==> src/fedp_pkg.sv <==
package fedp_pkg;

    // ########################################################
    // Datapath widths.
    // ########################################################
    localparam int NUM_LANES = 4;           // Masked vector lanes.
    localparam int NUM_TERMS = NUM_LANES + 1; // Lanes plus C term.
    localparam int OP_W      = 8;           // A and B significands.
    localparam int EXP_W     = 4;           // Lane exponents.
    localparam int CEXP_W    = 5;           // Product and C exponents.
    localparam int PROD_W    = 16;          // Products and C.
    localparam int GUARD_W   = 8;           // Zero bits below each term.
    localparam int SIG_W     = 26;          // Aligned term.
    localparam int ACC_W     = 30;          // Accumulated sum.

    // ########################################################
    // Register map.
    // ########################################################
    localparam int AXI_ADDR_W = 4;
    localparam int AXI_DATA_W = 32;

    localparam logic [AXI_ADDR_W-1:0] ADDR_CTRL  = 4'h0; // Enable, lane mask.
    localparam logic [AXI_ADDR_W-1:0] ADDR_COUNT = 4'h4; // Result counter, RO.
    localparam logic [AXI_DATA_W-1:0] CTRL_RESET = 32'h0000_00F1; // On, all lanes.

    // Incoming request, one dot product.
    typedef struct packed {
        logic [NUM_LANES-1:0][OP_W-1:0]  a;     // Signed.
        logic [NUM_LANES-1:0][OP_W-1:0]  b;     // Signed.
        logic [NUM_LANES-1:0][EXP_W-1:0] a_exp;
        logic [NUM_LANES-1:0][EXP_W-1:0] b_exp;
        logic [PROD_W-1:0]               c;     // Signed.
        logic [CEXP_W-1:0]               c_exp;
    } fedp_req_t;

    // Multiply stage output. Term NUM_LANES is C.
    typedef struct packed {
        logic                              valid;
        logic [NUM_TERMS-1:0][PROD_W-1:0]  term;  // Signed values.
        logic [NUM_TERMS-1:0][CEXP_W-1:0]  exp;
        logic [NUM_LANES-1:0]              lane_mask;
    } fedp_prod_t;

    // Align stage output.
    typedef struct packed {
        logic                             valid;
        logic [NUM_TERMS-1:0][SIG_W-1:0]  sig;   // Signed, aligned.
        logic [NUM_TERMS-1:0]             sticky;
        logic [CEXP_W-1:0]                max_exp;
        logic [NUM_LANES-1:0]             lane_mask;
    } fedp_aln_t;

    // Final result.
    typedef struct packed {
        logic signed [ACC_W-1:0] sig;
        logic                    sticky;
        logic [CEXP_W-1:0]       exp;
    } fedp_res_t;

    // AXI4-Lite, master to slave.
    typedef struct packed {
        logic                    awvalid;
        logic [AXI_ADDR_W-1:0]   awaddr;
        logic                    wvalid;
        logic [AXI_DATA_W-1:0]   wdata;
        logic [AXI_DATA_W/8-1:0] wstrb;
        logic                    bready;
        logic                    arvalid;
        logic [AXI_ADDR_W-1:0]   araddr;
        logic                    rready;
    } axil_req_t;

    // AXI4-Lite, slave to master.
    typedef struct packed {
        logic                  awready;
        logic                  wready;
        logic                  bvalid;
        logic [1:0]            bresp;
        logic                  arready;
        logic                  rvalid;
        logic [AXI_DATA_W-1:0] rdata;
        logic [1:0]            rresp;
    } axil_rsp_t;

endpackage

==> src/fedp_csr.sv <==
module fedp_csr (
    input  logic                               clk,
    input  logic                               arst_n,
    input  fedp_pkg::axil_req_t                axil_req,
    output fedp_pkg::axil_rsp_t                axil_rsp,
    input  logic                               result_done,
    output logic                               enable,
    output logic [fedp_pkg::NUM_LANES-1:0]     lane_mask
);

    logic                              awready_q;   // Drives awready and wready.
    logic                              bvalid_q;
    logic                              arready_q;
    logic                              rvalid_q;
    logic [fedp_pkg::AXI_DATA_W-1:0]   rdata_q;
    logic [fedp_pkg::AXI_DATA_W-1:0]   rdata_d;
    logic                              enable_q;
    logic [fedp_pkg::NUM_LANES-1:0]    mask_q;
    logic [fedp_pkg::AXI_DATA_W-1:0]   count_q;
    logic [fedp_pkg::AXI_DATA_W-1:0]   ctrl_word;
    logic                              wr_hs;
    logic                              rd_hs;

    // ########################################################
    // Handshakes.
    // ########################################################
    // Address and data accepted in the same beat.
    assign wr_hs = awready_q && axil_req.awvalid && axil_req.wvalid;
    assign rd_hs = arready_q && axil_req.arvalid;

    // CTRL layout: enable at bit 0, mask at 7:4.
    assign ctrl_word = {{(fedp_pkg::AXI_DATA_W-8){1'b0}}, mask_q, 3'b000, enable_q};

    // Read mux.
    always_comb begin
        case (axil_req.araddr)
            fedp_pkg::ADDR_CTRL:  rdata_d = ctrl_word;
            fedp_pkg::ADDR_COUNT: rdata_d = count_q;
            default:              rdata_d = '0;   // Unmapped.
        endcase
    end

    // Write channel.
    always_ff @(posedge clk or negedge arst_n) begin
        if (!arst_n) begin
            awready_q <= 1'b0;
            bvalid_q  <= 1'b0;
        end else begin
            // One-cycle ready pulse, blocked while a response waits.
            awready_q <= axil_req.awvalid && axil_req.wvalid && !bvalid_q && !awready_q;
            if (wr_hs) begin
                bvalid_q <= 1'b1;
            end else if (axil_req.bready) begin
                bvalid_q <= 1'b0;   // Response taken.
            end
        end
    end

    // Read channel.
    always_ff @(posedge clk or negedge arst_n) begin
        if (!arst_n) begin
            arready_q <= 1'b0;
            rvalid_q  <= 1'b0;
        end else begin
            arready_q <= axil_req.arvalid && !rvalid_q && !arready_q;
            if (rd_hs) begin
                rvalid_q <= 1'b1;
            end else if (axil_req.rready) begin
                rvalid_q <= 1'b0;
            end
        end
    end

    // Read data, captured at the address beat.
    always_ff @(posedge clk) begin
        if (rd_hs) begin
            rdata_q <= rdata_d;
        end
    end

    // ########################################################
    // Control fields and result counter.
    // ########################################################
    always_ff @(posedge clk or negedge arst_n) begin
        if (!arst_n) begin
            enable_q <= fedp_pkg::CTRL_RESET[0];
            mask_q   <= fedp_pkg::CTRL_RESET[7:4];
        end else if (wr_hs && axil_req.awaddr == fedp_pkg::ADDR_CTRL && axil_req.wstrb[0]) begin
            enable_q <= axil_req.wdata[0];
            mask_q   <= axil_req.wdata[7:4];
        end
    end

    // Wraps at 2^32; writes to COUNT are dropped.
    always_ff @(posedge clk or negedge arst_n) begin
        if (!arst_n) begin
            count_q <= '0;
        end else if (result_done) begin
            count_q <= count_q + 1'b1;
        end
    end

    // Outputs.
    assign enable    = enable_q;
    assign lane_mask = mask_q;

    assign axil_rsp = '{
        awready: awready_q,
        wready:  awready_q,
        bvalid:  bvalid_q,
        bresp:   2'b00,       // OKAY.
        arready: arready_q,
        rvalid:  rvalid_q,
        rdata:   rdata_q,
        rresp:   2'b00
    };

endmodule

==> src/fedp_mul.sv <==
module fedp_mul (
    input  logic                            clk,
    input  logic                            arst_n,
    input  logic                            valid_in,
    input  fedp_pkg::fedp_req_t             req,
    input  logic                            enable,
    input  logic [fedp_pkg::NUM_LANES-1:0]  lane_mask,
    output fedp_pkg::fedp_prod_t            prod
);

    logic                                                     valid_q;
    logic [fedp_pkg::NUM_TERMS-1:0][fedp_pkg::PROD_W-1:0]     term_q;
    logic [fedp_pkg::NUM_TERMS-1:0][fedp_pkg::CEXP_W-1:0]     exp_q;
    logic [fedp_pkg::NUM_LANES-1:0]                           mask_q;

    // Disabled requests die here.
    always_ff @(posedge clk or negedge arst_n) begin
        if (!arst_n) begin
            valid_q <= 1'b0;
        end else begin
            valid_q <= valid_in && enable;
        end
    end

    // ########################################################
    // Products and exponent sums.
    // ########################################################
    always_ff @(posedge clk) begin
        for (int i = 0; i < fedp_pkg::NUM_LANES; i++) begin
            // 8x8 signed fits in 16, even -128 * -128.
            term_q[i] <= $signed(req.a[i]) * $signed(req.b[i]);
            exp_q[i]  <= req.a_exp[i] + req.b_exp[i];  // 5-bit sum.
        end
        // C takes the last slot as is.
        term_q[fedp_pkg::NUM_LANES] <= req.c;
        exp_q[fedp_pkg::NUM_LANES]  <= req.c_exp;
        // Mask rides along with the item.
        mask_q <= lane_mask;
    end

    assign prod = '{
        valid:     valid_q,
        term:      term_q,
        exp:       exp_q,
        lane_mask: mask_q
    };

endmodule

==> src/fedp_align.sv <==
module fedp_align (
    input  logic                  clk,
    input  logic                  arst_n,
    input  fedp_pkg::fedp_prod_t  prod,
    output fedp_pkg::fedp_aln_t   aln
);

    logic [fedp_pkg::CEXP_W-1:0]                              max_exp;
    logic [fedp_pkg::NUM_TERMS-1:0][fedp_pkg::CEXP_W-1:0]     diff;
    logic [fedp_pkg::NUM_TERMS-1:0][fedp_pkg::SIG_W-1:0]      placed;
    logic [fedp_pkg::NUM_TERMS-1:0][fedp_pkg::SIG_W-1:0]      shifted;
    logic [fedp_pkg::NUM_TERMS-1:0]                           sticky;

    logic                                                     valid_q;
    logic [fedp_pkg::NUM_TERMS-1:0][fedp_pkg::SIG_W-1:0]      sig_q;
    logic [fedp_pkg::NUM_TERMS-1:0]                           sticky_q;
    logic [fedp_pkg::CEXP_W-1:0]                              max_q;
    logic [fedp_pkg::NUM_LANES-1:0]                           mask_q;

    // Largest exponent, masked lanes included.
    always_comb begin
        max_exp = prod.exp[0];
        for (int i = 1; i < fedp_pkg::NUM_TERMS; i++) begin
            if (prod.exp[i] > max_exp) begin
                max_exp = prod.exp[i];
            end
        end
    end

    // ########################################################
    // Per-term shift and sticky.
    // ########################################################
    always_comb begin
        for (int i = 0; i < fedp_pkg::NUM_TERMS; i++) begin
            diff[i] = max_exp - prod.exp[i];
            // Sign bits on top, guard zeros below.
            placed[i] = {{(fedp_pkg::SIG_W - fedp_pkg::PROD_W - fedp_pkg::GUARD_W)
                          {prod.term[i][fedp_pkg::PROD_W-1]}},
                         prod.term[i], {fedp_pkg::GUARD_W{1'b0}}};
            if (diff[i] >= fedp_pkg::SIG_W) begin
                // Fully shifted out.
                shifted[i] = {fedp_pkg::SIG_W{placed[i][fedp_pkg::SIG_W-1]}};
                sticky[i]  = |placed[i];
            end else begin
                shifted[i] = $signed(placed[i]) >>> diff[i];
                // Bits below the shift point.
                sticky[i]  = |(placed[i] & ~({fedp_pkg::SIG_W{1'b1}} << diff[i]));
            end
        end
    end

    always_ff @(posedge clk or negedge arst_n) begin
        if (!arst_n) begin
            valid_q <= 1'b0;
        end else begin
            valid_q <= prod.valid;
        end
    end

    always_ff @(posedge clk) begin
        sig_q    <= shifted;
        sticky_q <= sticky;
        max_q    <= max_exp;
        mask_q   <= prod.lane_mask;   // Still travels with item.
    end

    assign aln = '{
        valid:     valid_q,
        sig:       sig_q,
        sticky:    sticky_q,
        max_exp:   max_q,
        lane_mask: mask_q
    };

endmodule

==> src/fedp_acc.sv <==
module fedp_acc (
    input  logic                 clk,
    input  logic                 arst_n,
    input  fedp_pkg::fedp_aln_t  aln,
    output logic                 valid_out,
    output fedp_pkg::fedp_res_t  res
);

    logic [fedp_pkg::NUM_TERMS-1:0][fedp_pkg::SIG_W-1:0]  sig_m;
    logic [fedp_pkg::NUM_TERMS-1:0]                       sticky_m;
    logic [fedp_pkg::NUM_TERMS-1:0][fedp_pkg::ACC_W-1:0]  ext;
    logic [fedp_pkg::ACC_W-1:0]                           s1, c1, s2, c2, s3, c3;
    logic [fedp_pkg::ACC_W-1:0]                           sum;

    // 3:2 compressor. Carry out of the top bit is dropped (mod 2^ACC_W).
    function automatic void csa3(
        input  logic [fedp_pkg::ACC_W-1:0] x,
        input  logic [fedp_pkg::ACC_W-1:0] y,
        input  logic [fedp_pkg::ACC_W-1:0] z,
        output logic [fedp_pkg::ACC_W-1:0] s,
        output logic [fedp_pkg::ACC_W-1:0] c
    );
        s = x ^ y ^ z;
        c = ((x & y) | (x & z) | (y & z)) << 1;
    endfunction

    // ########################################################
    // Lane masking and sign extension.
    // ########################################################
    always_comb begin
        for (int i = 0; i < fedp_pkg::NUM_LANES; i++) begin
            sig_m[i]    = aln.lane_mask[i] ? aln.sig[i] : '0;
            sticky_m[i] = aln.sticky[i] & aln.lane_mask[i];
        end
        // C is never masked.
        sig_m[fedp_pkg::NUM_LANES]    = aln.sig[fedp_pkg::NUM_LANES];
        sticky_m[fedp_pkg::NUM_LANES] = aln.sticky[fedp_pkg::NUM_LANES];
        for (int i = 0; i < fedp_pkg::NUM_TERMS; i++) begin
            ext[i] = {{(fedp_pkg::ACC_W - fedp_pkg::SIG_W){sig_m[i][fedp_pkg::SIG_W-1]}},
                      sig_m[i]};
        end
    end

    // ########################################################
    // Carry-save tree, five terms down to two.
    // ########################################################
    always_comb begin
        csa3(ext[0], ext[1], ext[2], s1, c1);
        csa3(s1, c1, ext[3], s2, c2);
        csa3(s2, c2, ext[4], s3, c3);
        sum = s3 + c3;   // Final carry-propagate add.
    end

    always_ff @(posedge clk or negedge arst_n) begin
        if (!arst_n) begin
            valid_out <= 1'b0;
        end else begin
            valid_out <= aln.valid;
        end
    end

    always_ff @(posedge clk) begin
        res.sig    <= sum;
        res.sticky <= |sticky_m;    // Only unmasked terms count.
        res.exp    <= aln.max_exp;
    end

endmodule

==> src/fedp_top.sv <==
module fedp_top (
    input  logic                 clk,
    input  logic                 arst_n,
    input  logic                 valid_in,
    input  fedp_pkg::fedp_req_t  req,
    output logic                 valid_out,
    output fedp_pkg::fedp_res_t  res,
    input  fedp_pkg::axil_req_t  axil_req,
    output fedp_pkg::axil_rsp_t  axil_rsp
);

    logic                            enable;
    logic [fedp_pkg::NUM_LANES-1:0]  lane_mask;
    fedp_pkg::fedp_prod_t            prod;
    fedp_pkg::fedp_aln_t             aln;

    // ########################################################
    // Register block.
    // ########################################################
    fedp_csr u_csr (
        .clk         (clk),
        .arst_n      (arst_n),
        .axil_req    (axil_req),
        .axil_rsp    (axil_rsp),
        .result_done (valid_out),   // Counts every result.
        .enable      (enable),
        .lane_mask   (lane_mask)
    );

    // ########################################################
    // Three-stage datapath, one cycle each.
    // ########################################################
    fedp_mul u_mul (
        .clk       (clk),
        .arst_n    (arst_n),
        .valid_in  (valid_in),
        .req       (req),
        .enable    (enable),
        .lane_mask (lane_mask),
        .prod      (prod)
    );

    fedp_align u_align (
        .clk    (clk),
        .arst_n (arst_n),
        .prod   (prod),
        .aln    (aln)
    );

    fedp_acc u_acc (
        .clk       (clk),
        .arst_n    (arst_n),
        .aln       (aln),
        .valid_out (valid_out),
        .res       (res)
    );

endmodule

==> config.mk <==
export PLATFORM = sky130hd
export DESIGN_NAME = fedp_top
export DESIGN_NICKNAME = d
export VERILOG_FILES = /design/src/fedp_pkg.sv /design/src/fedp_csr.sv /design/src/fedp_mul.sv /design/src/fedp_align.sv /design/src/fedp_acc.sv /design/src/fedp_top.sv
export SDC_FILE = /design/constraint.sdc
export NUM_CORES = 2
export LEC_CHECK = 0
export BUFFER_PORTS_ARGS = -buffer_cell sky130_fd_sc_hd__buf_2
export CORE_MARGIN = 4
export CORE_UTILIZATION = 35
export DETAILED_ROUTE_END_ITERATION = 8
export MAX_ROUTING_LAYER = met4
export SYNTH_ARGS = -nofsm -noshare
export SYNTH_HDL_FRONTEND = slang
export SYNTH_SLANG_ARGS = --single-unit
export TNS_END_PERCENT = 20
==> constraint.sdc <==
create_clock -name clk -period 18.6 [get_ports clk]
set_input_delay 2.79 -clock clk [delete_from_list [all_inputs] [get_ports clk]]
set_output_delay 2.79 -clock clk [all_outputs]
set_load 0.01 [all_outputs]
* Yosys cells after proc, flatten, opt, wreduce, memory -nomap -nowiden *
Cells that the tools add are included.

operators by class
  order comparisons = 9
  multipliers = 4
  div/mod/pow operators = 0
  eq/ne operators = 1
  bitwise operators = 35
  add/sub/neg operators = 11
  shifts and indexed selects = 10
  reduce and logical (&&, ||, !) cells = 30
  multiplexer cells = 23

operator list
  operator                                                             number
  29-bit AND                                                           9
  26-bit two-way mux                                                   9
  30-bit XOR                                                           6
  29-bit bitwise OR                                                    6
  26-bit AND                                                           5
  26-bit NOT                                                           5
  26-bit OR reduction                                                  5
  26-bit by 5-bit left shift with 26-bit output, first input constant  5
  24-bit by 5-bit >>> shifter with 26-bit output                       5
  16-bit OR reduction                                                  5
  8-bit by 8-bit multiplier with 16-bit output                         4
  32-bit case mux with 2 select lines                                  1
  32-bit by 1-bit adder with 32-bit output, second input constant      1
  30-bit adder                                                         1
  5-bit greater-or-equal comparator, second input constant             5
  5-bit subtractor                                                     5
  4-bit by 4-bit adder with 5-bit output                               4
  5-bit greater-than comparator                                        4
  5-bit two-way mux                                                    4
  1-bit logical AND                                                    11
  1-bit two-way mux                                                    9
  4-bit zero test                                                      2
  5-bit OR reduction                                                   1
  1-bit AND                                                            4
  other kinds (3)                                                      7

storage, ports and cells
  bits in latches = 0
  memories kept = 0
  bits in registers = 365
  memory bits (read-only) = 0
  output and inout bits = 78
  RAM bits = 0

* Longest topological paths before layout *
  word-level depth = 14
  mapped depth = 42

* Hierarchy *
A second synthesis with hierarchy kept.

unflattened totals
  cell total of the unflattened synthesis = 3,528
  area total of the unflattened synthesis = 31,326.3 um^2

modules (own cells, without submodules)
  module      cells an instance  times used  area each (um^2)  sequential area each (um^2)
  fedp_mul    1,347              1           12,997.5          2,207.1
  fedp_align  1,329              1           10,064.7          2,707.6
  fedp_acc    619                1           5,136.2           745.7
  fedp_csr    233                1           3,128.0           1,993.2

* Worst setup path before layout *
OpenSTA, ideal clock, no wires.

  kind = register -> register
  start point = reg u_mul.exp_q, in the netlist u_mul.prod[7]
  end point = reg u_align.sticky_q[3] (netlist name)
  setup time = 0.116 ns
  clock period less this slack = 8.630 ns
  data arrival time = 8.514 ns
  data required time = 18.484 ns
  cell stages (with the launch flop) = 36
  setup slack = 9.970 ns
  buffers on the path = 4
  cell sequence = dfxtp_1 -> inv_1 -> ha_1 -> a21oi_1 -> a21boi_2 -> o32ai_1 -> mux2_2 -> ha_1 -> nor2b_1 -> o21ai_0 -> and2_1 -> a31oi_1 -> mux2i_1 -> inv_1 -> ha_1 -> and3_1 -> o21ai_1 -> and3_1 -> buf_6 -> a31oi_1 -> mux2_2 -> ha_1 -> inv_1 -> a21o_1 -> a221oi_4 -> a31oi_1 -> mux2i_1 -> fa_1 -> buf_1 -> clkbuf_1 -> clkbuf_1 -> o22ai_1 -> a21oi_1 -> nor4b_1 -> nand4_1 -> a31o_2

on the way
  word-level cells in the longest chain between the ends = 14
  elaborated cells between the ends (all ways) = 15

RTL lines
  element                                        RTL line          RTL
  start: declaration                             fedp_mul.sv:13    logic [fedp_pkg::NUM_TERMS-1:0][fedp_pkg::CEXP_W-1:0] exp_q;
  start signal: indexed assignment               fedp_mul.sv:32    exp_q[i] <= req.a_exp[i] + req.b_exp[i];
  start signal: indexed assignment               fedp_mul.sv:36    exp_q[fedp_pkg::NUM_LANES] <= req.c_exp;
  5-bit greater-than comparator                  fedp_align.sv:24  if (prod.exp[i] > max_exp) begin
  5-bit two-way mux (*)                          fedp_align.sv:24
  5-bit greater-than comparator                  fedp_align.sv:24
  5-bit two-way mux (*)                          fedp_align.sv:24
  5-bit greater-than comparator                  fedp_align.sv:24
  5-bit two-way mux (*)                          fedp_align.sv:24
  5-bit greater-than comparator                  fedp_align.sv:24
  5-bit two-way mux (*)                          fedp_align.sv:24
  named net u_align.max_exp (one bit)            fedp_align.sv:8   logic [fedp_pkg::CEXP_W-1:0] max_exp;
  5-bit subtractor (*)                           fedp_align.sv:35  diff[i] = max_exp - prod.exp[i];
  26-bit by 5-bit left shift with 26-bit output  fedp_align.sv:47  sticky[i] = |(placed[i] & ~({fedp_pkg::SIG_W{1'b1}} << diff[i]));
  26-bit NOT                                     fedp_align.sv:47
  26-bit AND                                     fedp_align.sv:47
  26-bit OR reduction                            fedp_align.sv:47
  1-bit two-way mux (*)                          fedp_align.sv:40  if (diff[i] >= fedp_pkg::SIG_W) begin
  named net u_align.sticky (one bit)             fedp_align.sv:12  logic [fedp_pkg::NUM_TERMS-1:0] sticky;
  end signal: assignment                         fedp_align.sv:62  sticky_q <= sticky;
  end: declaration                               fedp_align.sv:16  logic [fedp_pkg::NUM_TERMS-1:0] sticky_q;

Mark *: on every way through the listed nets, which the timed path passes. The rest lies on a longest branch.
A chain may end at the register's enable or synchronous reset.

==> flow_summary_export.csv <==
group,metric,value,unit
outcome,status,"completed",
layout,fin_area,33400,um^2
setup_path,worstPathArrival,10.39,ns
clock_network,htree_num_levels,2,
placement,gp_congestion,0.855,
timing,finalCritPeriodShare,0.535,
worst_hold_path,whs_endpoint,"u_align.mask_q[2]",
placement,dp_hpwl,57000,um
timing,hold_viol_final,0,
timing,hold_slack,0.326,ns
clock_network,cts_buffers,41,
timing,fin_crit,9.95,ns
die,chipWidth,300,um
global_route,grt_antenna_before_repair,0,
timing,tns,0,ns
route,drt_wl_total,70400,um
yosys,ys_types,87,
layout,final_util,0.398,
route,wire_per_inst,15.6,um
yosys,synth_edf_count,32,
yosys,synthesis.area,29800,um^2
timing,relSlewSlack,0.250,
route,ant_nets,0,
timing,rsz0062_at_grt,"no",
timing,drv_slew,0,
clock_network,postCtsHoldBufs,0,
die,dieHeight,300,um
layout,area_growth,12.3,%
setup_path,startpoint_type,"flop",
setup_path,r2r_slack,8.65,ns
yosys,async_flop_share,0.124,
setup_path,rr_worst_depth,34,
global_route,grt_overflow,0,
yosys,ys_seq_elements,355,
route,drc,0,
clock_network,clkTransAtPathRegs,0.06,ns
global_route,grt_pass1_wl,115000,um
layout,drive_above_1_share,0.121,
global_route,grt_max_degree,45,
die,initial_utilization,0.354,
setup_path,cp_max_fo,28,
placement,place_area,32000,um^2
clock_network,postCtsSetupRepairBufs,0,
placement,placement.io_buffers,212,
worst_hold_path,hold_path_depth,0,
layout,final_common_cell,"inv_1",
die,pin_count,247,
route,drt_iter0_drc,1379,
yosys,yosysSeqAreaShare,0.257,
setup_path,r2r_end,"u_align.aln[67]",
clock_network,clkSinkCount,355,
global_route,grt_pass1_vias,21800,
clock_network,cts_root_buf,"clkbuf_16",
yosys,avgSynthCellArea,9.35,um^2
route,vias,22000,
die,die-area,89700,um^2
worst_hold_path,min-delay-start,"u_mul.mask_q[2]",
setup_path,timing.rr.start,"u_mul.prod[7]",
layout,fin_nets,4034,
timing,finalSetupViolCount,0,
layout,antenna_cells,0,
yosys,yosysTopAreaCell,"fa_1",
yosys,ys.flop_type,"dfxtp_1",
clock_network,post_cts_resized,0,
route,dr.pass1.iters,7,
timing,finalClockSkew,0.0170,ns
setup_path,max_stage_delay,1.22,ns
clock_network,cts_tree,"yes",
setup_path,worstSetupPathType,"reg -> reg",
yosys,postSynthCellCount,3183,
setup_path,required,19.04,ns
clock_network,clk_latency,0.57,ns
yosys,yosys_warnings,0,
job,maxCapViolations,0,
worst_hold_path,hp-class,"reg -> reg",
timing,fmax,100,MHz
yosys,ys_top_cells_by_area,"fa_1 (20%), dfxtp_1 (19%), ha_1 (8.5%)",
die,row_count,106,
global_route,grt.total_usage,0.161,
setup_path,critPathSlowestCell,"fa_1",
timing,tightest_slew,1.12,ns
layout,final_cell_mix,"inv_1 (368), fa_1 (303), and2_1 (282)",
die,design.core.area,84000,um^2
route,viasPerCell,4.85,
setup_path,worstSetupEndpointType,"flop",
yosys,synth_top_area_share,0.204,
clock_network,cts.path.max_buffers,3,
## worst max-delay path by stage
stage / slack, ns / from / to
floorplan: 9.97 / u_mul.prod[7] / u_align.sticky_q[3]
global placement: 8.80 / u_mul.prod[7] / u_align.aln[70]
detailed placement: 8.76 / u_mul.prod[7] / u_align.aln[67]
CTS: 8.72 / u_mul.prod[7] / u_align.aln[67]
global route: 7.72 / u_mul.prod[7] / u_align.sticky_q[3]
finish: 8.65 / u_mul.prod[7] / u_align.aln[67]
## stage by stage
step	instances	setup slack (ns)
2_1_floorplan	3186	9.97
3_3_place_gp	4452	8.80
3_5_place_dp	4452	8.76
4_1_cts	4525	8.72
5_1_grt	4525	7.72
6_report	4525	8.65
## layout make-up
| class | instances | area [um^2] |
|---|---|---|
| clock buffer | 61 | 1250 |
| clock inverter | 12 | 128 |
| fill | 8363 | 50500 |
| inverter | 370 | 1390 |
| multi-input combinational | 2354 | 20300 |
| sequential | 355 | 7650 |
| tap | 1134 | 1420 |
| timing repair buffer | 239 | 1260 |
## synthesized netlist by cell type, types with 6 or more instances
cell type  count
ha_1         201
buf_4         10
edfxtp_1      32
nand2b_1      38
xnor2_1      116
o22ai_1        6
o211ai_1      13
xor2_1        17
o31ai_1        6
mux2_2        39
nand2_1      263
nor2b_1       33
dfxtp_1      279
mux4_2        24
fa_1         303
a21oi_1      163
buf_1         14
a211oi_1      25
nor2_1       202
o31a_1         6
nand3_1       35
nand4_1       13
o21ai_0      178
and3_1        26
a31oi_1       30
o21a_1        11
mux2i_1       96
a21o_1        38
nor4_1        20
buf_2          7
nor3_1        44
dfrtp_1       39
a21boi_0      18
and2_1       282
inv_1        368
clkbuf_1      73
## registers in the layout (all words and copies together), names as in the netlist, 4 cells and up
name	cells
u_align.aln	120
u_csr.rdata_q	32
u_mul.prod	105
u_align.mask_q	4
u_acc.res	36
u_csr.count_q	32
u_align.sticky_q	5
u_csr.lane_mask	4
u_mul.mask_q	4
u_align.max_q	5
## kinds of logic after synthesis
group	Yosys count	share of synthesized area
simple gates	985	0.166
compound gates	559	0.115
mux	162	0.0667
flops	355	0.257
fa+ha+maj	506	0.289
other cells	1	0.000126
buf+inv	477	0.0625
xor+xnor	138	0.0426
## routing by layer
layer  up-vias  GRT usage  routed length [um]
met5         -          -                   0
met4         0     0.0361                1350
met3        74     0.0201                3000
met2       420      0.262               33800
met1     10500      0.217               32300
li1      10900          -                   -
## worst max-delay path, delay by kind of cell (launching register included)
family / cells / cell delay [ns]
AOI/OAI and AO/OA: 11 / 2.90
adders and majority gates: 6 / 2.63
buffers and inverters: 5 / 0.62
DFF: 1 / 0.33
muxes: 5 / 1.76
and+or+nand+nor: 7 / 1.55
Power is left out: the tool's default activity adds up to more than one toggle a clock period on the data nets, which glitch-free logic cannot reach.
